`src/verilog/dac_cmd_pkg.sv`:
```
package dac_cmd_pkg;

  // Opcode, bits 31..30 of every command word
  typedef enum logic [1:0] {
    NO_OP   = 2'b00, // Delay or trigger wait only
    DAC_WR  = 2'b01, // Four value-pair words follow
    SET_CAL = 2'b10, // Load one calibration entry
    CANCEL  = 2'b11  // Ends a pending wait early
  } cmd_kind_e;

  // Flag bits of NO_OP and DAC_WR words
  localparam int CMD_LDAC_BIT = 29; // Pulse ldac when the command ends
  localparam int CMD_TRIG_BIT = 28; // Count is triggers, not cycles
  localparam int CMD_CONT_BIT = 27; // Another command must follow at once

  localparam int CMD_COUNT_W = 26;
  typedef logic [CMD_COUNT_W-1:0] cmd_count_t; // Delay cycles or trigger count

  // SET_CAL layout, channel above the value
  localparam int CAL_CH_LSB = 16;
  localparam int CAL_VAL_W  = 16;
  typedef logic signed [CAL_VAL_W-1:0] cal_t;

  typedef enum logic [2:0] {
    S_IDLE,      // Waiting for a command word
    S_DELAY,     // Delay timer running
    S_TRIG_WAIT, // Counting external triggers
    S_DAC_WR,    // Pairs going out over SPI
    S_HALT       // Error seen, only reset leaves
  } seq_state_e;

  typedef struct packed {
    logic cmd_buf_underflow;
    logic unexp_trig;
    logic delay_too_short;
    logic cal_oob;
    logic dac_val_oob;
  } err_flags_t;

endpackage

```
`src/verilog/dac_spi_pkg.sv`:
```
package dac_spi_pkg;

  localparam int NUM_CH = 8;
  typedef logic [$clog2(NUM_CH)-1:0] ch_t;

  typedef logic [15:0]        dac_val_t;    // Offset code, 32767 is zero
  typedef logic signed [16:0] dac_signed_t; // Needs the extra bit for +32768

  // Frame is {cmd, 0, channel, value}, MSB first
  localparam logic [3:0] SPI_REG_WRITE = 4'b0001; // Write input register, wait for LDAC
  localparam int FRAME_W = 24;
  typedef logic [FRAME_W-1:0] frame_t;

  localparam int       OFFSET_ZERO  = 32767;
  localparam dac_val_t VAL_RESERVED = 16'hFFFF; // Never legal on the bus

  // Chip-select high time, one SPI bit per clk
  localparam int CLK_MHZ          = 20;
  localparam int T_UPDATE_NS      = 830; // Rising edge to rising edge of n_cs
  localparam int T_CS_HIGH_MIN_NS = 30;
  localparam int UPDATE_CYC       = (T_UPDATE_NS * CLK_MHZ + 999) / 1000;
  localparam int CS_MIN_CYC       = (T_CS_HIGH_MIN_NS * CLK_MHZ + 999) / 1000;
  localparam int CS_FLOOR_CYC     = (CS_MIN_CYC < 4) ? 4 : CS_MIN_CYC;
  // Whatever the update time leaves after 24 bits, clamped to 4..31
  localparam int N_CS_HIGH =
    (UPDATE_CYC - FRAME_W < CS_FLOOR_CYC) ? CS_FLOOR_CYC :
    (UPDATE_CYC - FRAME_W > 31)           ? 31 :
                                            UPDATE_CYC - FRAME_W;

endpackage

```
`src/verilog/dac_ifs.sv`:
```
// Decoded view of the head command word
interface dac_cmd_if;
  import dac_cmd_pkg::*;
  import dac_spi_pkg::*;

  logic        present;      // Head word is valid
  cmd_kind_e   kind;
  logic        ldac;
  logic        trig;
  logic        cont;
  cmd_count_t  count;
  ch_t         cal_ch;
  cal_t        cal_val;
  logic        cal_in_range;
  dac_signed_t val_lo;       // Even channel of a pair
  dac_signed_t val_hi;       // Odd channel of a pair
  logic        val_reserved; // Either half is 0xFFFF

  modport decode (output present, kind, ldac, trig, cont, count, cal_ch, cal_val,
                  cal_in_range, val_lo, val_hi, val_reserved);
  modport sequencer (input present, kind, ldac, trig, cont, count, cal_ch, cal_val,
                     cal_in_range, val_lo, val_hi, val_reserved);
endinterface

// Pair path from sequencer through calibration to the SPI shifter
interface dac_pair_if;
  import dac_cmd_pkg::*;
  import dac_spi_pkg::*;

  logic        req;       // One-cycle strobe per value pair
  ch_t         ch;        // Even base channel
  dac_signed_t val_lo;
  dac_signed_t val_hi;
  logic        cal_wr;    // Calibration table write strobe
  ch_t         cal_ch;
  cal_t        cal_val;
  logic        load;      // Frames valid, two cycles after req
  frame_t      frame_hi;  // Sent first, carries channel ch
  frame_t      frame_lo;  // Sent second, carries ch + 1
  logic        pair_done; // Strobe as n_cs rises after frame_lo

  modport sequencer (output req, ch, val_lo, val_hi, cal_wr, cal_ch, cal_val,
                     input pair_done);
  modport cal (input req, ch, val_lo, val_hi, cal_wr, cal_ch, cal_val,
               output load, frame_hi, frame_lo);
  modport spi (input load, frame_hi, frame_lo, output pair_done);
endinterface

```
`src/verilog/dac_cal_pipe.sv`:
```
module dac_cal_pipe (
  input  logic    clk,
  input  logic    resetn,
  dac_pair_if.cal pair,
  output logic    cal_sum_oob // Calibrated value left the DAC range
);
  import dac_cmd_pkg::*;
  import dac_spi_pkg::*;

  typedef logic signed [$bits(dac_signed_t):0] sum_t; // One spare bit over value + cal

  cal_t cal_tab [NUM_CH];
  ch_t  ch_odd;
  ch_t  ch_s1;    // Base channel held for stage two
  sum_t sum_lo;
  sum_t sum_hi;
  logic v1;       // Stage one holds a pair

  function automatic logic in_range(sum_t s);
    return (s >= -OFFSET_ZERO) && (s <= OFFSET_ZERO);
  endfunction

  // Back to offset code, zero output when out of range
  function automatic dac_val_t to_offset(sum_t s);
    return in_range(s) ? dac_val_t'(s + OFFSET_ZERO) : dac_val_t'(OFFSET_ZERO);
  endfunction

  function automatic frame_t make_frame(ch_t ch, dac_val_t val);
    return {SPI_REG_WRITE, 1'b0, ch, val};
  endfunction

  assign ch_odd = pair.ch + ch_t'(1);

  // Calibration table, kept through a halt
  always_ff @(posedge clk) begin
    if (!resetn) begin
      for (int i = 0; i < NUM_CH; i++) cal_tab[i] <= '0;
    end else if (pair.cal_wr) begin
      cal_tab[pair.cal_ch] <= pair.cal_val;
    end
  end

  // Stage one, add calibration
  always_ff @(posedge clk) begin
    if (pair.req) begin
      sum_lo <= sum_t'(pair.val_lo) + sum_t'(cal_tab[pair.ch]);
      sum_hi <= sum_t'(pair.val_hi) + sum_t'(cal_tab[ch_odd]);
      ch_s1  <= pair.ch;
    end
  end

  // Stage two, range check and frame build
  always_ff @(posedge clk) begin
    if (v1) begin
      pair.frame_hi <= make_frame(ch_s1, to_offset(sum_lo));             // Even channel first
      pair.frame_lo <= make_frame(ch_s1 + ch_t'(1), to_offset(sum_hi));
    end
  end

  always_ff @(posedge clk) begin
    if (!resetn) begin
      v1          <= 1'b0;
      pair.load   <= 1'b0;
      cal_sum_oob <= 1'b0;
    end else begin
      v1          <= pair.req;
      pair.load   <= v1;        // req + 2
      cal_sum_oob <= v1 && !(in_range(sum_lo) && in_range(sum_hi));
    end
  end

endmodule

```
`src/verilog/dac_cmd_decode.sv`:
```
module dac_cmd_decode #(
  parameter int abs_cal_max = 4096 // Largest |calibration| accepted
) (
  input  logic [31:0] cmd_word,      // Head of the show-ahead buffer
  input  logic        cmd_buf_empty,
  dac_cmd_if.decode   cmd
);
  import dac_cmd_pkg::*;
  import dac_spi_pkg::*;

  localparam int CH_W = $bits(ch_t);

  cal_t     cal_word;
  dac_val_t raw_lo;
  dac_val_t raw_hi;

  // 0 maps to -32767, 32767 to 0; 0xFFFF is flagged separately
  function automatic dac_signed_t offset_to_signed(dac_val_t raw);
    return dac_signed_t'($signed({1'b0, raw}) - OFFSET_ZERO);
  endfunction

  assign raw_lo   = cmd_word[15:0];  // Even channel in low half
  assign raw_hi   = cmd_word[31:16];
  assign cal_word = cmd_word[CAL_VAL_W-1:0];

  // Command fields, meaningful only when present
  assign cmd.present = !cmd_buf_empty;
  assign cmd.kind    = cmd_kind_e'(cmd_word[31:30]);
  assign cmd.ldac    = cmd_word[CMD_LDAC_BIT];
  assign cmd.trig    = cmd_word[CMD_TRIG_BIT];
  assign cmd.cont    = cmd_word[CMD_CONT_BIT];
  assign cmd.count   = cmd_word[CMD_COUNT_W-1:0];

  // Set-calibration fields and the symmetric bound
  assign cmd.cal_ch       = cmd_word[CAL_CH_LSB +: CH_W];
  assign cmd.cal_val      = cal_word;
  assign cmd.cal_in_range = (cal_word <= abs_cal_max) && (cal_word >= -abs_cal_max);

  // Value-pair view of the same word
  assign cmd.val_lo       = offset_to_signed(raw_lo);
  assign cmd.val_hi       = offset_to_signed(raw_hi);
  assign cmd.val_reserved = (raw_lo == VAL_RESERVED) || (raw_hi == VAL_RESERVED);

endmodule

```
`src/verilog/dac_sequencer.sv`:
```
module dac_sequencer (
  input  logic                     clk,
  input  logic                     resetn,
  dac_cmd_if.sequencer             cmd,
  dac_pair_if.sequencer            pair,
  input  logic                     trigger,          // Single-cycle strobe
  input  logic                     cal_sum_oob,      // From stage two of the cal pipe
  output logic                     cmd_word_rd_en,   // Pops the head word
  output logic                     waiting_for_trig,
  output logic                     ldac,
  output dac_cmd_pkg::err_flags_t  errors            // Sticky until reset
);
  import dac_cmd_pkg::*;
  import dac_spi_pkg::*;

  localparam ch_t LAST_PAIR_CH = ch_t'(NUM_CH - 2);

  seq_state_e state;
  seq_state_e head_state;  // Where the head command would send us
  logic       do_ldac;     // Latched command flags
  logic       wait_trig;
  logic       expect_next;
  logic       pair_pend;   // A value-pair word is due from the buffer
  ch_t        pair_ch;
  cmd_count_t delay_timer;
  cmd_count_t trig_cnt;
  logic       is_wait_cmd;
  logic       take;
  logic       cancel;
  logic       wait_end;
  logic       pair_pop;
  logic       wr_done;
  err_flags_t err_set;
  logic       err_now;

  ////////////////////////////////////////////////////////////////////////////
  // Command flow
  ////////////////////////////////////////////////////////////////////////////

  assign is_wait_cmd = (cmd.kind == NO_OP) || (cmd.kind == DAC_WR); // These carry flags
  assign cancel      = cmd.present && (cmd.kind == CANCEL)
                       && ((state == S_DELAY) || (state == S_TRIG_WAIT));
  assign wait_end    = ((state == S_DELAY) && (delay_timer == '0))
                       || ((state == S_TRIG_WAIT) && trigger && (trig_cnt <= 1));
  // New command starts from idle or right at the end of a wait
  assign take        = cmd.present && ((state == S_IDLE) || (wait_end && !cancel));
  assign pair_pop    = (state == S_DAC_WR) && pair_pend && cmd.present;
  assign wr_done     = (state == S_DAC_WR) && pair.pair_done && (pair_ch == LAST_PAIR_CH);

  // Each term needs present, and nothing is popped while in reset
  assign cmd_word_rd_en   = resetn && (take || cancel || pair_pop);
  assign waiting_for_trig = (state == S_TRIG_WAIT);

  always_comb begin
    case (cmd.kind)
      NO_OP:   head_state = cmd.trig ? S_TRIG_WAIT : S_DELAY;
      DAC_WR:  head_state = S_DAC_WR;
      default: head_state = S_IDLE; // SET_CAL and CANCEL finish at once
    endcase
  end

  // Pair requests and calibration writes
  assign pair.req     = pair_pop && !cmd.val_reserved;
  assign pair.ch      = pair_ch;
  assign pair.val_lo  = cmd.val_lo;  // Sampled by the cal pipe on req
  assign pair.val_hi  = cmd.val_hi;
  assign pair.cal_wr  = take && (cmd.kind == SET_CAL) && cmd.cal_in_range;
  assign pair.cal_ch  = cmd.cal_ch;
  assign pair.cal_val = cmd.cal_val;

  ////////////////////////////////////////////////////////////////////////////
  // Error detection
  ////////////////////////////////////////////////////////////////////////////

  always_comb begin
    err_set.cmd_buf_underflow = ((state == S_DAC_WR) && pair_pend && !cmd.present)
                                || (wait_end && !cancel && !cmd.present && expect_next);
    err_set.unexp_trig        = trigger && (state != S_TRIG_WAIT);
    // Timer ran out while pairs were still going out
    err_set.delay_too_short   = (state == S_DAC_WR) && !wait_trig
                                && (delay_timer == '0) && !wr_done;
    err_set.cal_oob           = take && (cmd.kind == SET_CAL) && !cmd.cal_in_range;
    err_set.dac_val_oob       = (pair_pop && cmd.val_reserved) || cal_sum_oob;
  end

  assign err_now = |err_set;

  ////////////////////////////////////////////////////////////////////////////
  // FSM, timers and pair index
  ////////////////////////////////////////////////////////////////////////////

  always_ff @(posedge clk) begin
    if (!resetn) begin
      state <= S_IDLE;
    end else if (err_now) begin
      state <= S_HALT; // Parked until reset
    end else begin
      case (state)
        S_IDLE: begin
          if (take) state <= head_state;
        end
        S_DELAY, S_TRIG_WAIT: begin
          if (cancel) state <= S_IDLE;
          else if (wait_end) state <= cmd.present ? head_state : S_IDLE;
        end
        S_DAC_WR: begin
          if (wr_done) state <= wait_trig ? S_TRIG_WAIT : S_DELAY; // Finish with the wait
        end
        default: state <= S_HALT;
      endcase
    end
  end

  always_ff @(posedge clk) begin
    if (!resetn) begin
      do_ldac     <= 1'b0;
      wait_trig   <= 1'b0;
      expect_next <= 1'b0;
      pair_pend   <= 1'b0;
      pair_ch     <= '0;
      delay_timer <= '0;
      trig_cnt    <= '0;
      ldac        <= 1'b0;
      errors      <= '0;
    end else begin
      ldac   <= do_ldac && wait_end && !cancel && !err_now; // End of command
      errors <= errors | err_set;
      if (take) begin
        do_ldac     <= is_wait_cmd && cmd.ldac;
        wait_trig   <= is_wait_cmd && cmd.trig;
        expect_next <= is_wait_cmd && cmd.cont;
        delay_timer <= (is_wait_cmd && !cmd.trig) ? cmd.count : '0; // Runs during the write too
        trig_cnt    <= (is_wait_cmd && cmd.trig) ? cmd.count : '0;
        pair_pend   <= (cmd.kind == DAC_WR); // First pair is the next word
        pair_ch     <= '0;
      end else begin
        if (delay_timer != '0) delay_timer <= delay_timer - 1'b1;
        if ((state == S_TRIG_WAIT) && trigger && (trig_cnt != '0)) trig_cnt <= trig_cnt - 1'b1;
        if (pair_pop) begin
          pair_pend <= 1'b0;
        end else if ((state == S_DAC_WR) && pair.pair_done && !wr_done) begin
          pair_pend <= 1'b1;            // Next pair only after the last one left
          pair_ch   <= pair_ch + ch_t'(2);
        end
      end
    end
  end

endmodule

```
`src/verilog/dac_spi_tx.sv`:
```
module dac_spi_tx (
  input  logic    clk,
  input  logic    resetn,
  input  logic    halt,  // Sequencer is in HALT
  dac_pair_if.spi pair,
  output logic    n_cs,
  output logic    mosi
);
  import dac_spi_pkg::*;

  localparam int CNT_W = 5;
  localparam logic [CNT_W-1:0] CS_HIGH_CYC = CNT_W'(N_CS_HIGH);
  localparam logic [CNT_W-1:0] FRAME_BITS  = CNT_W'(FRAME_W);

  logic [CNT_W-1:0]     cs_timer;  // High cycles left before n_cs falls
  logic [CNT_W-1:0]     bit_cnt;   // Bits left in the current frame
  logic                 second;    // frame_lo is the one going out
  logic [2*FRAME_W-1:0] shift_reg;

  assign mosi = shift_reg[2*FRAME_W-1]; // MSB first

  always_ff @(posedge clk) begin
    if (!resetn || halt) begin
      n_cs           <= 1'b1;
      cs_timer       <= '0;
      bit_cnt        <= '0;
      second         <= 1'b0;
      shift_reg      <= '0;
      pair.pair_done <= 1'b0;
    end else begin
      pair.pair_done <= 1'b0;
      if (pair.load) begin
        shift_reg <= {pair.frame_hi, pair.frame_lo};
        cs_timer  <= CS_HIGH_CYC;
        second    <= 1'b0;
      end else if (cs_timer != '0) begin
        cs_timer <= cs_timer - 1'b1;
        if (cs_timer == 1) begin
          n_cs    <= 1'b0;      // Open the frame window
          bit_cnt <= FRAME_BITS;
        end
      end else if (bit_cnt != '0) begin
        shift_reg <= {shift_reg[2*FRAME_W-2:0], 1'b0};
        bit_cnt   <= bit_cnt - 1'b1;
        if (bit_cnt == 1) begin
          n_cs <= 1'b1;         // Rising edge latches the frame in the DAC
          if (!second) begin
            second   <= 1'b1;
            cs_timer <= CS_HIGH_CYC;
          end else begin
            pair.pair_done <= 1'b1;
          end
        end
      end
    end
  end

endmodule

```
`src/verilog/shim_dac_ctrl.sv`:
```
module shim_dac_ctrl #(
  parameter int abs_cal_max = 4096 // Calibration bound, used by the decoder
) (
  input  logic        clk,
  input  logic        resetn,
  input  logic [31:0] cmd_word,        // Show-ahead head word
  input  logic        cmd_buf_empty,
  output logic        cmd_word_rd_en,
  input  logic        trigger,
  output logic        waiting_for_trig,
  output logic        n_cs,
  output logic        mosi,
  output logic        ldac,
  output logic        cmd_buf_underflow,
  output logic        unexp_trig,
  output logic        delay_too_short,
  output logic        cal_oob,
  output logic        dac_val_oob
);
  import dac_cmd_pkg::*;

  err_flags_t errors;
  logic       cal_sum_oob;
  logic       halt;

  dac_cmd_if  cmd_bus ();
  dac_pair_if pair_bus ();

  ////////////////////////////////////////////////////////////////////////////
  // Decode, sequence, calibrate, shift out
  ////////////////////////////////////////////////////////////////////////////

  dac_cmd_decode #(
    .abs_cal_max (abs_cal_max)
  ) dac_cmd_decode_i (
    .cmd_word      (cmd_word),
    .cmd_buf_empty (cmd_buf_empty),
    .cmd           (cmd_bus)
  );

  dac_sequencer dac_sequencer_i (
    .clk              (clk),
    .resetn           (resetn),
    .cmd              (cmd_bus),
    .pair             (pair_bus),
    .trigger          (trigger),
    .cal_sum_oob      (cal_sum_oob),
    .cmd_word_rd_en   (cmd_word_rd_en),
    .waiting_for_trig (waiting_for_trig),
    .ldac             (ldac),
    .errors           (errors)
  );

  dac_cal_pipe dac_cal_pipe_i (
    .clk         (clk),
    .resetn      (resetn),
    .pair        (pair_bus),
    .cal_sum_oob (cal_sum_oob)
  );

  dac_spi_tx dac_spi_tx_i (
    .clk    (clk),
    .resetn (resetn),
    .halt   (halt),
    .pair   (pair_bus),
    .n_cs   (n_cs),
    .mosi   (mosi)
  );

  // Flags and HALT appear on the same edge
  assign halt = |errors;

  assign cmd_buf_underflow = errors.cmd_buf_underflow;
  assign unexp_trig        = errors.unexp_trig;
  assign delay_too_short   = errors.delay_too_short;
  assign cal_oob           = errors.cal_oob;
  assign dac_val_oob       = errors.dac_val_oob;

endmodule
```
`config.mk`:
```
export PLATFORM = sky130hd
export DESIGN_NAME = shim_dac_ctrl
export DESIGN_NICKNAME = d
export VERILOG_FILES = /design/src/verilog/dac_cmd_pkg.sv /design/src/verilog/dac_spi_pkg.sv /design/src/verilog/dac_ifs.sv /design/src/verilog/dac_cal_pipe.sv /design/src/verilog/dac_cmd_decode.sv /design/src/verilog/dac_sequencer.sv /design/src/verilog/dac_spi_tx.sv /design/src/verilog/shim_dac_ctrl.sv
export SDC_FILE = /design/constraint.sdc
export NUM_CORES = 1
export LEC_CHECK = 0
export ABC_AREA = 1
export BUFFER_PORTS_ARGS = -buffer_cell sky130_fd_sc_hd__buf_2
export CELL_PAD_IN_SITES_DETAIL_PLACEMENT = 0
export CELL_PAD_IN_SITES_GLOBAL_PLACEMENT = 1
export CORE_ASPECT_RATIO = 1.1
export CORE_UTILIZATION = 30
export DETAILED_ROUTE_END_ITERATION = 10
export PLACE_DENSITY = 0.54
export SLEW_MARGIN = 20
export SYNTH_ARGS = -nofsm -noshare
export SYNTH_HDL_FRONTEND = slang
export SYNTH_SLANG_ARGS = --single-unit
```
`constraint.sdc`:
```
create_clock -name clk -period 3.8 [get_ports clk]
set_input_delay 0.19 -clock clk [delete_from_list [all_inputs] [get_ports clk]]
set_output_delay 0.19 -clock clk [all_outputs]
set_load 0.01 [all_outputs]
```
* Yosys cells after proc, flatten, opt, wreduce, memory -nomap -nowiden
Memories as Yosys holds them, arrays and structs flattened. A register that Yosys moved wholly into a read port is not among the register bits.
Index checks and enable logic that the tools add are counted.
** Storage, ports and cells
- Bits in registers :: 209
- Bits in latches :: 0
- Memory bits (writable) :: 128
- ROM bits :: 0
- Input port bits :: 36
- Output and inout bits :: 10
- Word-level logic and storage cells :: 216
- Memories :: 1
** Cells by class
- Add/subtract/negate cells :: 13
- Multiply operators :: 0
- Divide/modulo/power cells :: 0
- Order comparisons :: 7
- Eq/ne operators :: 22
- Shifts and indexed selects :: 0
- Mux-type cells :: 44
- Bitwise operators :: 7
- Reduce and logical (&&, ||, !) cells :: 90
** Memories
- dac_cal_pipe_i.cal_tab :: words 8, bits a word 16, rd ports 2, clocked after Yosys merged registers in 1, write ports 8, line dac_cal_pipe.sv:12 : cal_t cal_tab [NUM_CH];
** Operator list (count)
- $mux 26 :: 6
- $mux 48 :: 3
- $reduce_bool 26->1 :: 2
- $sub 26x1->26 const B :: 2
- $logic_and 1x1->1 :: 38
- $add 17x16->18 :: 2
- $ge 18x16->1 const B :: 2
- $le 18x16->1 const B :: 2
- $mux 5 :: 7
- $sub 16x15->17 const B :: 2
- $add 16x16->16 const B :: 2
- $eq 16x16->1 const B :: 2
- $mux 3 :: 10
- $le 26x1->1 const B :: 1
- $logic_not 26->1 :: 1
- $reduce_and 3->1 :: 6
- $ge 16x13->1 const B :: 1
- $le 16x14->1 const B :: 1
- $mux 16 :: 1
- $reduce_or 16->1 :: 1
- $reduce_or 5->1 :: 3
- $mux 1 :: 13
- $eq 5x1->1 const B :: 2
- $logic_not 1->1 :: 10
- other kinds (29) :: 63

* Logic depth before layout (Yosys ltp)
Gate-level depths: netlist of run 1.
- Depth in word-level cells :: 14
- Gate-level depth with buffers :: 19
- Depth with buffers taken out :: 19

* Modules after synthesis
From an unflattened synthesis of run 1, not the netlist that was laid out.
** Second synthesis, totals
- Cell total of the unflattened synthesis :: 2901
- Area total of the unflattened synthesis :: 21476.8 um2
** By module, submodules not included
- dac_cal_pipe :: instances 1, cells an instance 1444, area each 12196.7 um2, sequential area each 6216.0 um2
- dac_sequencer :: instances 1, cells an instance 762, area each 4938.5 um2, sequential area each 1341.3 um2
- dac_spi_tx :: instances 1, cells an instance 475, area each 3075.4 um2, sequential area each 1221.2 um2
- dac_cmd_decode :: instances 1, cells an instance 216, area each 1249.9 um2, sequential area each 0.0 um2
- shim_dac_ctrl :: instances 1, cells an instance 4, area each 16.3 um2, sequential area each 0.0 um2

* Least setup slack after synthesis of run 1
OpenSTA, ideal clock, no wires.
- Path kind :: register -> register
- From :: reg dac_sequencer_i.state[1]
- To :: reg dac_cal_pipe_i.ch_s1[1], enable pin
- Arrival :: 2.754 ns
- Required time :: 3.367 ns
- Slack :: 0.613 ns
- Cell stages (with the launch flop) :: 7
- Path buffers :: 0
- Path through :: dfxtp_1 inv_1 nor3_1 nand2_1 nor2_1 inv_1 nor2_1
** Between the ends
- Word-level cells in the longest chain between the ends :: 4
** Ends and longest elaborated chain
- from (decl) :: line dac_sequencer.sv:18 : seq_state_e state;
- from (signal assigned) :: line dac_sequencer.sv:100 : if (take) state <= head_state;
- from (signal assigned) :: line dac_sequencer.sv:104 : else if (wait_end) state <= cmd.present ? head_state : S_IDLE;
- from (signal assigned) :: line dac_sequencer.sv:107 : if (wr_done) state <= wait_trig ? S_TRIG_WAIT : S_DELAY;
- $eq 3x2->1 :: line dac_sequencer.sv:47 : assign pair_pop = (state == S_DAC_WR) && pair_pend && cmd.present;
- $logic_and 1x1->1 (2 in a row) :: line dac_sequencer.sv:47
- $logic_and 1x1->1 :: line dac_sequencer.sv:63 : assign pair.req = pair_pop && !cmd.val_reserved;
- net dac_cal_pipe_i.pair.req :: line dac_ifs.sv:44 : modport cal (input req, ch, val_lo, val_hi, cal_wr, cal_ch, cal_val,
- to (signal assigned) :: line dac_cal_pipe.sv:48 : ch_s1 <= pair.ch;
- to (decl) :: line dac_cal_pipe.sv:14 : ch_t ch_s1;
The timed path passes the listed nets, and every way through them passes these cells.
A chain may end at the register's enable or synchronous reset.

* Worst setup path in the final report of run 1
- From :: in cmd_word[17]
- To :: reg dac_cal_pipe_i.sum_hi[17] (data pin)
** Between the ends
- Word-level cells in the longest chain between the ends :: 2
** Ends and longest elaborated chain
- from (decl) :: line shim_dac_ctrl.sv:6 : input logic [31:0] cmd_word,
- $sub 16x15->17 :: line dac_cmd_decode.sv:19 : return dac_signed_t'($signed({1'b0, raw}) - OFFSET_ZERO);
- $add 17x16->18 :: line dac_cal_pipe.sv:47 : sum_hi <= sum_t'(pair.val_hi) + sum_t'(cal_tab[ch_odd]);
- to (signal assigned) :: line dac_cal_pipe.sv:47
- to (decl) :: line dac_cal_pipe.sv:16 : sum_t sum_hi;
Every way passes these cells.

==> results.json, run 1 <==
{
  "grt-ovfl-total": 0,
  "die_area_um2": 58600,
  "period_minus_slack_ns": 3.43,
  "diodes": 0,
  "cts_buffers": 42,
  "core_area_um2": 56500,
  "cts-resized-gates": 0,
  "antenna_found_initial": 2,
  "yosysWarnings": 0,
  "place_area_um2": 18600,
  "yosysTopAreaCell": "edfxtp_1",
  "synth_most_common_cell": "nor2_1",
  "max-cap-violations": 0,
  "power_switching_uw": 3420,
  "cts_sinks": 333,
  "seq_area_frac_synth_pct": 50.1,
  "whs_endpoint": "dac_sequencer_i.trig_cnt[5]",
  "drc": 0,
  "first_pass_iters": 5,
  "crit_required_ns": 4.11,
  "synth_cell_types": 51,
  "netlist.area_leader.share_pct": 34.7,
  "synth_cells": 2007,
  "port_buffers": 45,
  "post_drt_wl_per_cell_um": 18.1,
  "drt_iter0_drc": 772,
  "routed_wl_um": 52100,
  "p_int_uw": 7580,
  "synth-seq-cells": 333,
  "finalSetupViolCount": 0,
  "final_area_um2": 20300,
  "critPathMaxFanout": 6,
  "syn_area_um2": 17300,
  "hpwl_um": 37200,
  "rr_startpoint": "dac_sequencer_i.pair.ch[1]",
  "drive_gt1_share_pct": 10.9,
  "finalNetCount": 2193,
  "pwr-share-seq_pct": 38.7,
  "start_util_pct": 30.6,
  "largest_reg_flops": 128,
  "whs_ns": 0.0120,
  "htreeDepth": 2,
  "num_vias": 13900,
  "clock_path_buffers": 3,
  "synthToLayoutAreaGrowth_pct": 17.6,
  "min_path_type": "input pin to flip-flop",
  "clkLatencyLatePin_ns": 0.58,
  "worstReg2RegEnd": "dac_cal_pipe_i.sum_hi[11]",
  "swShare_pct": 31.1,
  "multiInputGateArea_um2": 7630,
  "path_class": "input pin to flip-flop",
  "place.gp.congestion": 0.828,
  "reg2reg_slack_ns": 0.64,
  "critPathLaunchType": "input pin",
  "clk_pin_slew_ns": 0.06,
  "grt_pass1_vias": 14000,
  "combPwrFrac_pct": 22.0,
  "ant_nets": 0,
  "synth_area_leaders": "edfxtp_1 (35%), dfxtp_1 (15%), nor2_1 (7.2%)",
  "irDropWorstVdd_uv": 361,
  "p_per_area_nw_per_um2": 541,
  "status": "finished, final reports clean",
  "clkPwrFrac_pct": 39.3,
  "hold_viol_final": 0,
  "final_max_slew_viol_count": 0,
  "worst_pin_slew_ns": 0.659,
  "die_w_um": 231,
  "syn_nets": 2097,
  "register_area_um2": 8670,
  "viasPerCell": 4.82,
  "postSynthAreaPerCell_um2": 8.62,
  "timing.final.crit_share_pct": 90.1,
  "hold_depth": 3,
  "synth_edf_count": 200,
  "grt_start_max_net_pins": 39,
  "ys_top_cells_by_count": "nor2_1 (332), nand2_1 (320), edfxtp_1 (200)",
  "fillCellCount": 5911,
  "r2r_cells": 12,
  "clock_skew_ns": 0.0282,
  "holdCritStartpoint": "cmd_word[5]",
  "ios": 46,
  "cp.arrival_ns": 3.73,
  "rows": 91,
  "grt_pass1_wl_um": 80900,
  "die_y_um": 254,
  "cts_tree": "yes",
  "setup_tns_ns": 0,
  "root_buffer": "clkbuf_16",
  "synth_flop_cell": "edfxtp_1",
  "finalPower_uw": 11000,
  "grt_usage_pct": 18.1,
  "max_freq_ghz": 0.292,
  "rsz0062_at_grt": "no",
  "endpoint_kind": "flip-flop",
  "relSlewSlack_pct": 56.0,
  "p_leak_uw": 0.00806,
  "async_reset_ff_share_pct": 0
}
-- power groups by stage --
stage	combinational, µW	sequential, µW	clock, µW
finish	2410	4260	4320
global route	2750	4290	4560
CTS	2450	4260	4430
detailed placement	2410	4330	0
global placement	2420	4330	0
floorplan	1730	4290	0
-- critical path, stage by stage --
cell	delay (ns)
dlygate4sd3_1	0.51
buf_2	0.18
ha_1	0.20
nand3_1	0.15
nand3b_1	0.25
nor3_1	0.44
nand3_1	0.23
nor3_1	0.30
xor2_1	0.14
ha_1	0.41
nand2_1	0.11
nor4_1	0.19
nand2_1	0.09
nand4_1	0.14
nand2_1	0.07
nand3_1	0.06
o21ai_0	0.07
-- cell usage in the layout (no fill, tap or decap), drive strengths merged, types with 6 or more instances in the layout --
cell type / count
a21boi: 6
a21oi: 113
a31oi: 30
buf: 105
clkbuf: 68
clkinv: 13
dfxtp: 133
dlygate4sd3: 26
edfxtp: 200
ha: 52
inv: 162
nand2: 323
nand3: 115
nand3b: 6
nand4: 21
nor2: 360
nor3: 38
nor4: 11
o21ai: 175
o22ai: 32
or2: 7
xnor2: 35
xor2: 70
-- area by class of cell --
| class | count | area share [%] |
|---|---|---|
| inverter | 169 | 3.12 |
| multi-input combinational | 1426 | 37.5 |
| clock inverter | 10 | 0.769 |
| clock buffer | 68 | 6.66 |
| sequential | 333 | 42.6 |
| tap | 744 | 4.58 |
| timing repair buffer | 131 | 4.73 |
-- worst max path at each step --
stage / from / to / slack, ns
after floorplan: dac_sequencer_i.state[1] / dac_cal_pipe_i.ch_s1[1] / 0.61
after global placement: cmd_word[17] / dac_cal_pipe_i.sum_hi[17] / 0.38
after detailed placement: cmd_word[17] / dac_cal_pipe_i.sum_hi[17] / 0.36
after CTS: cmd_word[17] / dac_cal_pipe_i.sum_hi[17] / 0.43
after global routing: cmd_word[17] / dac_cal_pipe_i.sum_hi[17] / 0.02
final: cmd_word[17] / dac_cal_pipe_i.sum_hi[17] / 0.37
-- cell families after synthesis --
family                   Yosys count  synth area share [%]
flip-flops                       333                  50.1
AND/OR/NAND/NOR                  882                  22.4
XOR/XNOR                         105                  5.32
buffers and inverters            248                  5.92
adder cells (fa/ha/maj)           54                  3.99
AO/OA/AOI/OAI                    385                  12.2
-- per-layer routing --
| layer | part of all wire (%) | up-vias | GRT usage [%] |
|---|---|---|---|
| met1 | 45 | 6577 | 22.7 |
| met4 | 2.8 | 4 | 5.73 |
| li1 | - | 7012 | - |
| met5 | 0.054 | - | 0 |
| met2 | 49 | 211 | 31.6 |
| met3 | 3.4 | 90 | 2.70 |
-- per-stage QoR --
step | instances | util, % | setup WS [ns]
after floorplan | 2007 | - | 0.613
after global placement | 2777 | 32.8 | 0.379
after detailed placement | 2777 | 32.8 | 0.355
after CTS | 2881 | 36.0 | 0.433
after global routing | 2881 | 36.0 | 0.0151
final | 2881 | 36.0 | 0.375
-- timing repair --
item | in CTS | in global routing
hold endpoints to repair | 38 | 0
setup endpoints to repair | 0 | 0
hold buffers | 26 | 0
setup buffers | 0 | 0
Note: power is estimated with default switching activity, not from simulation.
==> run 2, diff against run 1 <==
--- a/config.mk
+++ b/config.mk
@@ -9,10 +9,9 @@
 export BUFFER_PORTS_ARGS = -buffer_cell sky130_fd_sc_hd__buf_2
 export CELL_PAD_IN_SITES_DETAIL_PLACEMENT = 0
 export CELL_PAD_IN_SITES_GLOBAL_PLACEMENT = 1
-export CORE_ASPECT_RATIO = 1.1
-export CORE_UTILIZATION = 30
+export CORE_UTILIZATION = 48
 export DETAILED_ROUTE_END_ITERATION = 10
-export PLACE_DENSITY = 0.54
+export PLACE_DENSITY = 0.8
 export SLEW_MARGIN = 20
 export SYNTH_ARGS = -nofsm -noshare
 export SYNTH_HDL_FRONTEND = slang
==> run 2 against run 1 <==
Effect of this change:
- clock skew down 0.0081 ns
- utilization up 19 points
- critical path type unchanged
- fmax up 4.6%
- cell count down 11%
- critical path depth down 2
==> results.json, run 2 (same netlist as run 1, synthesis figures left out) <==
{
  "status": "finished, final reports clean",
  "crit_start": "cmd_word[1]",
  "grt_pass1_vias": 13000,
  "irDropWorstVdd_uv": 807,
  "p_per_area_nw_per_um2": 524,
  "port_buffers": 45,
  "die_w_um": 192,
  "crit_chain": "dlygate4sd3_1 > buf_2 > inv_2 > nor3_1 > nand4_1 > nor3_1 > nand3_1 > nand2_1 > inv_1 > ha_1 > a21oi_1 > nor2_1 > a311oi_1 > o41ai_1 > xor2_1",
  "clock_skew_ns": 0.0201,
  "relSlewSlack_pct": 32.0,
  "clk_pin_slew_ns": 0.06,
  "drc": 0,
  "die_y_um": 192,
  "timing.final.crit_share_pct": 86.2,
  "htreeDepth": 2,
  "setup_tns_ns": 0,
  "setup_ws_ns": 0.525,
  "ant_nets": 0,
  "rows": 69,
  "first_pass_iters": 5,
  "final_max_slew_viol_count": 0,
  "period_minus_slack_ns": 3.27,
  "grt_pass1_wl_um": 71000,
  "cts_sinks": 333,
  "grt_usage_pct": 25.1,
  "diodes": 0,
  "core_area_um2": 35500,
  "finalNetCount": 2167,
  "hold_depth": 3,
  "num_vias": 14000,
  "hold_viol_final": 0,
  "drt_iter0_drc": 929,
  "max_freq_ghz": 0.305,
  "endpoint_kind": "flip-flop",
  "r2r_cells": 12,
  "final_cell_mix": "nor2_1 (331), nand2_1 (319), edfxtp_1 (200), o21ai_0 (167), inv_1 (148)",
  "grt_start_max_net_pins": 44,
  "rsz0062_at_grt": "no",
  "place.gp.congestion": 0.919,
  "crit_required_ns": 4.08,
  "drive_gt1_share_pct": 9.78,
  "clock_path_buffers": 3,
  "largest_reg_flops": 128,
  "root_buffer": "clkbuf_16",
  "max-cap-violations": 0,
  "max_stage_delay_ns": 0.53,
  "p_leak_uw": 0.00782,
  "antenna_found_initial": 0,
  "ios": 46,
  "cts_tree": "yes",
  "start_util_pct": 48.7,
  "cp.arrival_ns": 3.55,
  "grt-ovfl-total": 0,
  "die_area_um2": 36800,
  "cts_setup_buffers": 0,
  "clkLatencyLatePin_ns": 0.56,
  "synthToLayoutAreaGrowth_pct": 13.0,
  "worst_pin_slew_ns": 1.01,
  "viasPerCell": 5.46,
  "place_ws_ns": 0.391,
  "whs_endpoint": "dac_sequencer_i.trig_cnt[5]",
  "cp_common_cell": "nor3_1",
  "min_path_type": "input pin to flip-flop",
  "holdCritStartpoint": "cmd_word[5]",
  "cts_buffers": 38,
  "reg2reg_slack_ns": 0.54,
  "critPathMaxFanout": 10,
  "hpwl_um": 32200,
  "post_drt_wl_per_cell_um": 17.8,
  "routed_wl_um": 45700,
  "finalSetupViolCount": 0,
  "cpMaxStageDelayCell": "dlygate4sd3_1",
  "critPathLaunchType": "input pin",
  "fillCellCount": 3249,
  "worstReg2RegEnd": "dac_cal_pipe_i.sum_lo[12]",
  "mostFrequentLayoutCell": "nor2_1",
  "path_class": "input pin to flip-flop"
}
[run 2: cell types whose count changed in the layout (fill, tap and decap cells not counted), moves of 2 or more]
cell,before,now
clkbuf_8,12,6
buf_4,58,40
bufinv_16,4,1
clkbuf_16,46,42
clkinv_2,3,8
dlygate4sd3_1,26,23
clkinv_1,9,11
[run 2: where the power goes]
part / internal (µW) / switching, µW
clock network: 2190 / 1460
registers: 4090 / 169
logic: 748 / 1590
total: 7030 / 3210
[run 2: layout make-up]
class | instances | area [µm²] | area share [%]
tap | 461 | 577 | 2.95
clock buffer | 57 | 1170 | 5.97
timing repair buffer | 109 | 776 | 3.97
sequential | 333 | 8670 | 44.4
multi-input combinational | 1426 | 7630 | 39.0
inverter | 169 | 634 | 3.25
clock inverter | 13 | 90.1 | 0.461
[run 2: per-layer routing]
layer	vias up	share of wire, %	global-route usage, %	wire length (µm)
met1	6671	44	32.8	19900
met4	0	2.4	8.12	1100
met2	338	48	42.5	22200
met5	-	0	0	0
li1	6942	-	-	-
met3	70	5.5	3.76	2500
[run 2: per-stage QoR]
stage                     total power, µW  std cells  utilization [%]  hold WS, ns  area (µm²)
after floorplan                      6030       2007                -        0.331       17300
after global placement               6610       2475             50.8        0.402       18000
after detailed placement             6650       2475             50.8        0.408       18000
after CTS                           10300       2568             55.0      0.00102       19500
after global routing                10800       2568             55.1       0.0206       19500
final                               10200       2568             55.1       0.0177       19500
[run 2: what timing repair did]
item | CTS | global route
gates resized for setup | 0 | 0
hold buffers | 23 | 0
endpoints found under the setup margin | 0 | 0
endpoints found under the hold margin | 33 | 0
[run 2: how the worst max path moves through the flow]
stage	to	cells past startpoint
after floorplan	dac_cal_pipe_i.ch_s1[1]	6
after global routing	dac_cal_pipe_i.sum_lo[14]	15
after detailed placement	dac_cal_pipe_i.sum_hi[17]	16
final	dac_cal_pipe_i.sum_lo[14]	15
after global placement	dac_cal_pipe_i.sum_hi[17]	17
after CTS	dac_cal_pipe_i.sum_lo[12]	12
[run 2: critical path: cells and delay by family]
| kind | cells | cell delay (ns) |
|---|---|---|
| AOI/OAI and AO/OA | 3 | 0.67 |
| xor gates and xnor gates | 1 | 0.16 |
| adders and majority gates | 1 | 0.35 |
| buffers and inverters | 4 | 0.87 |
| and+or+nand+nor | 6 | 1.31 |
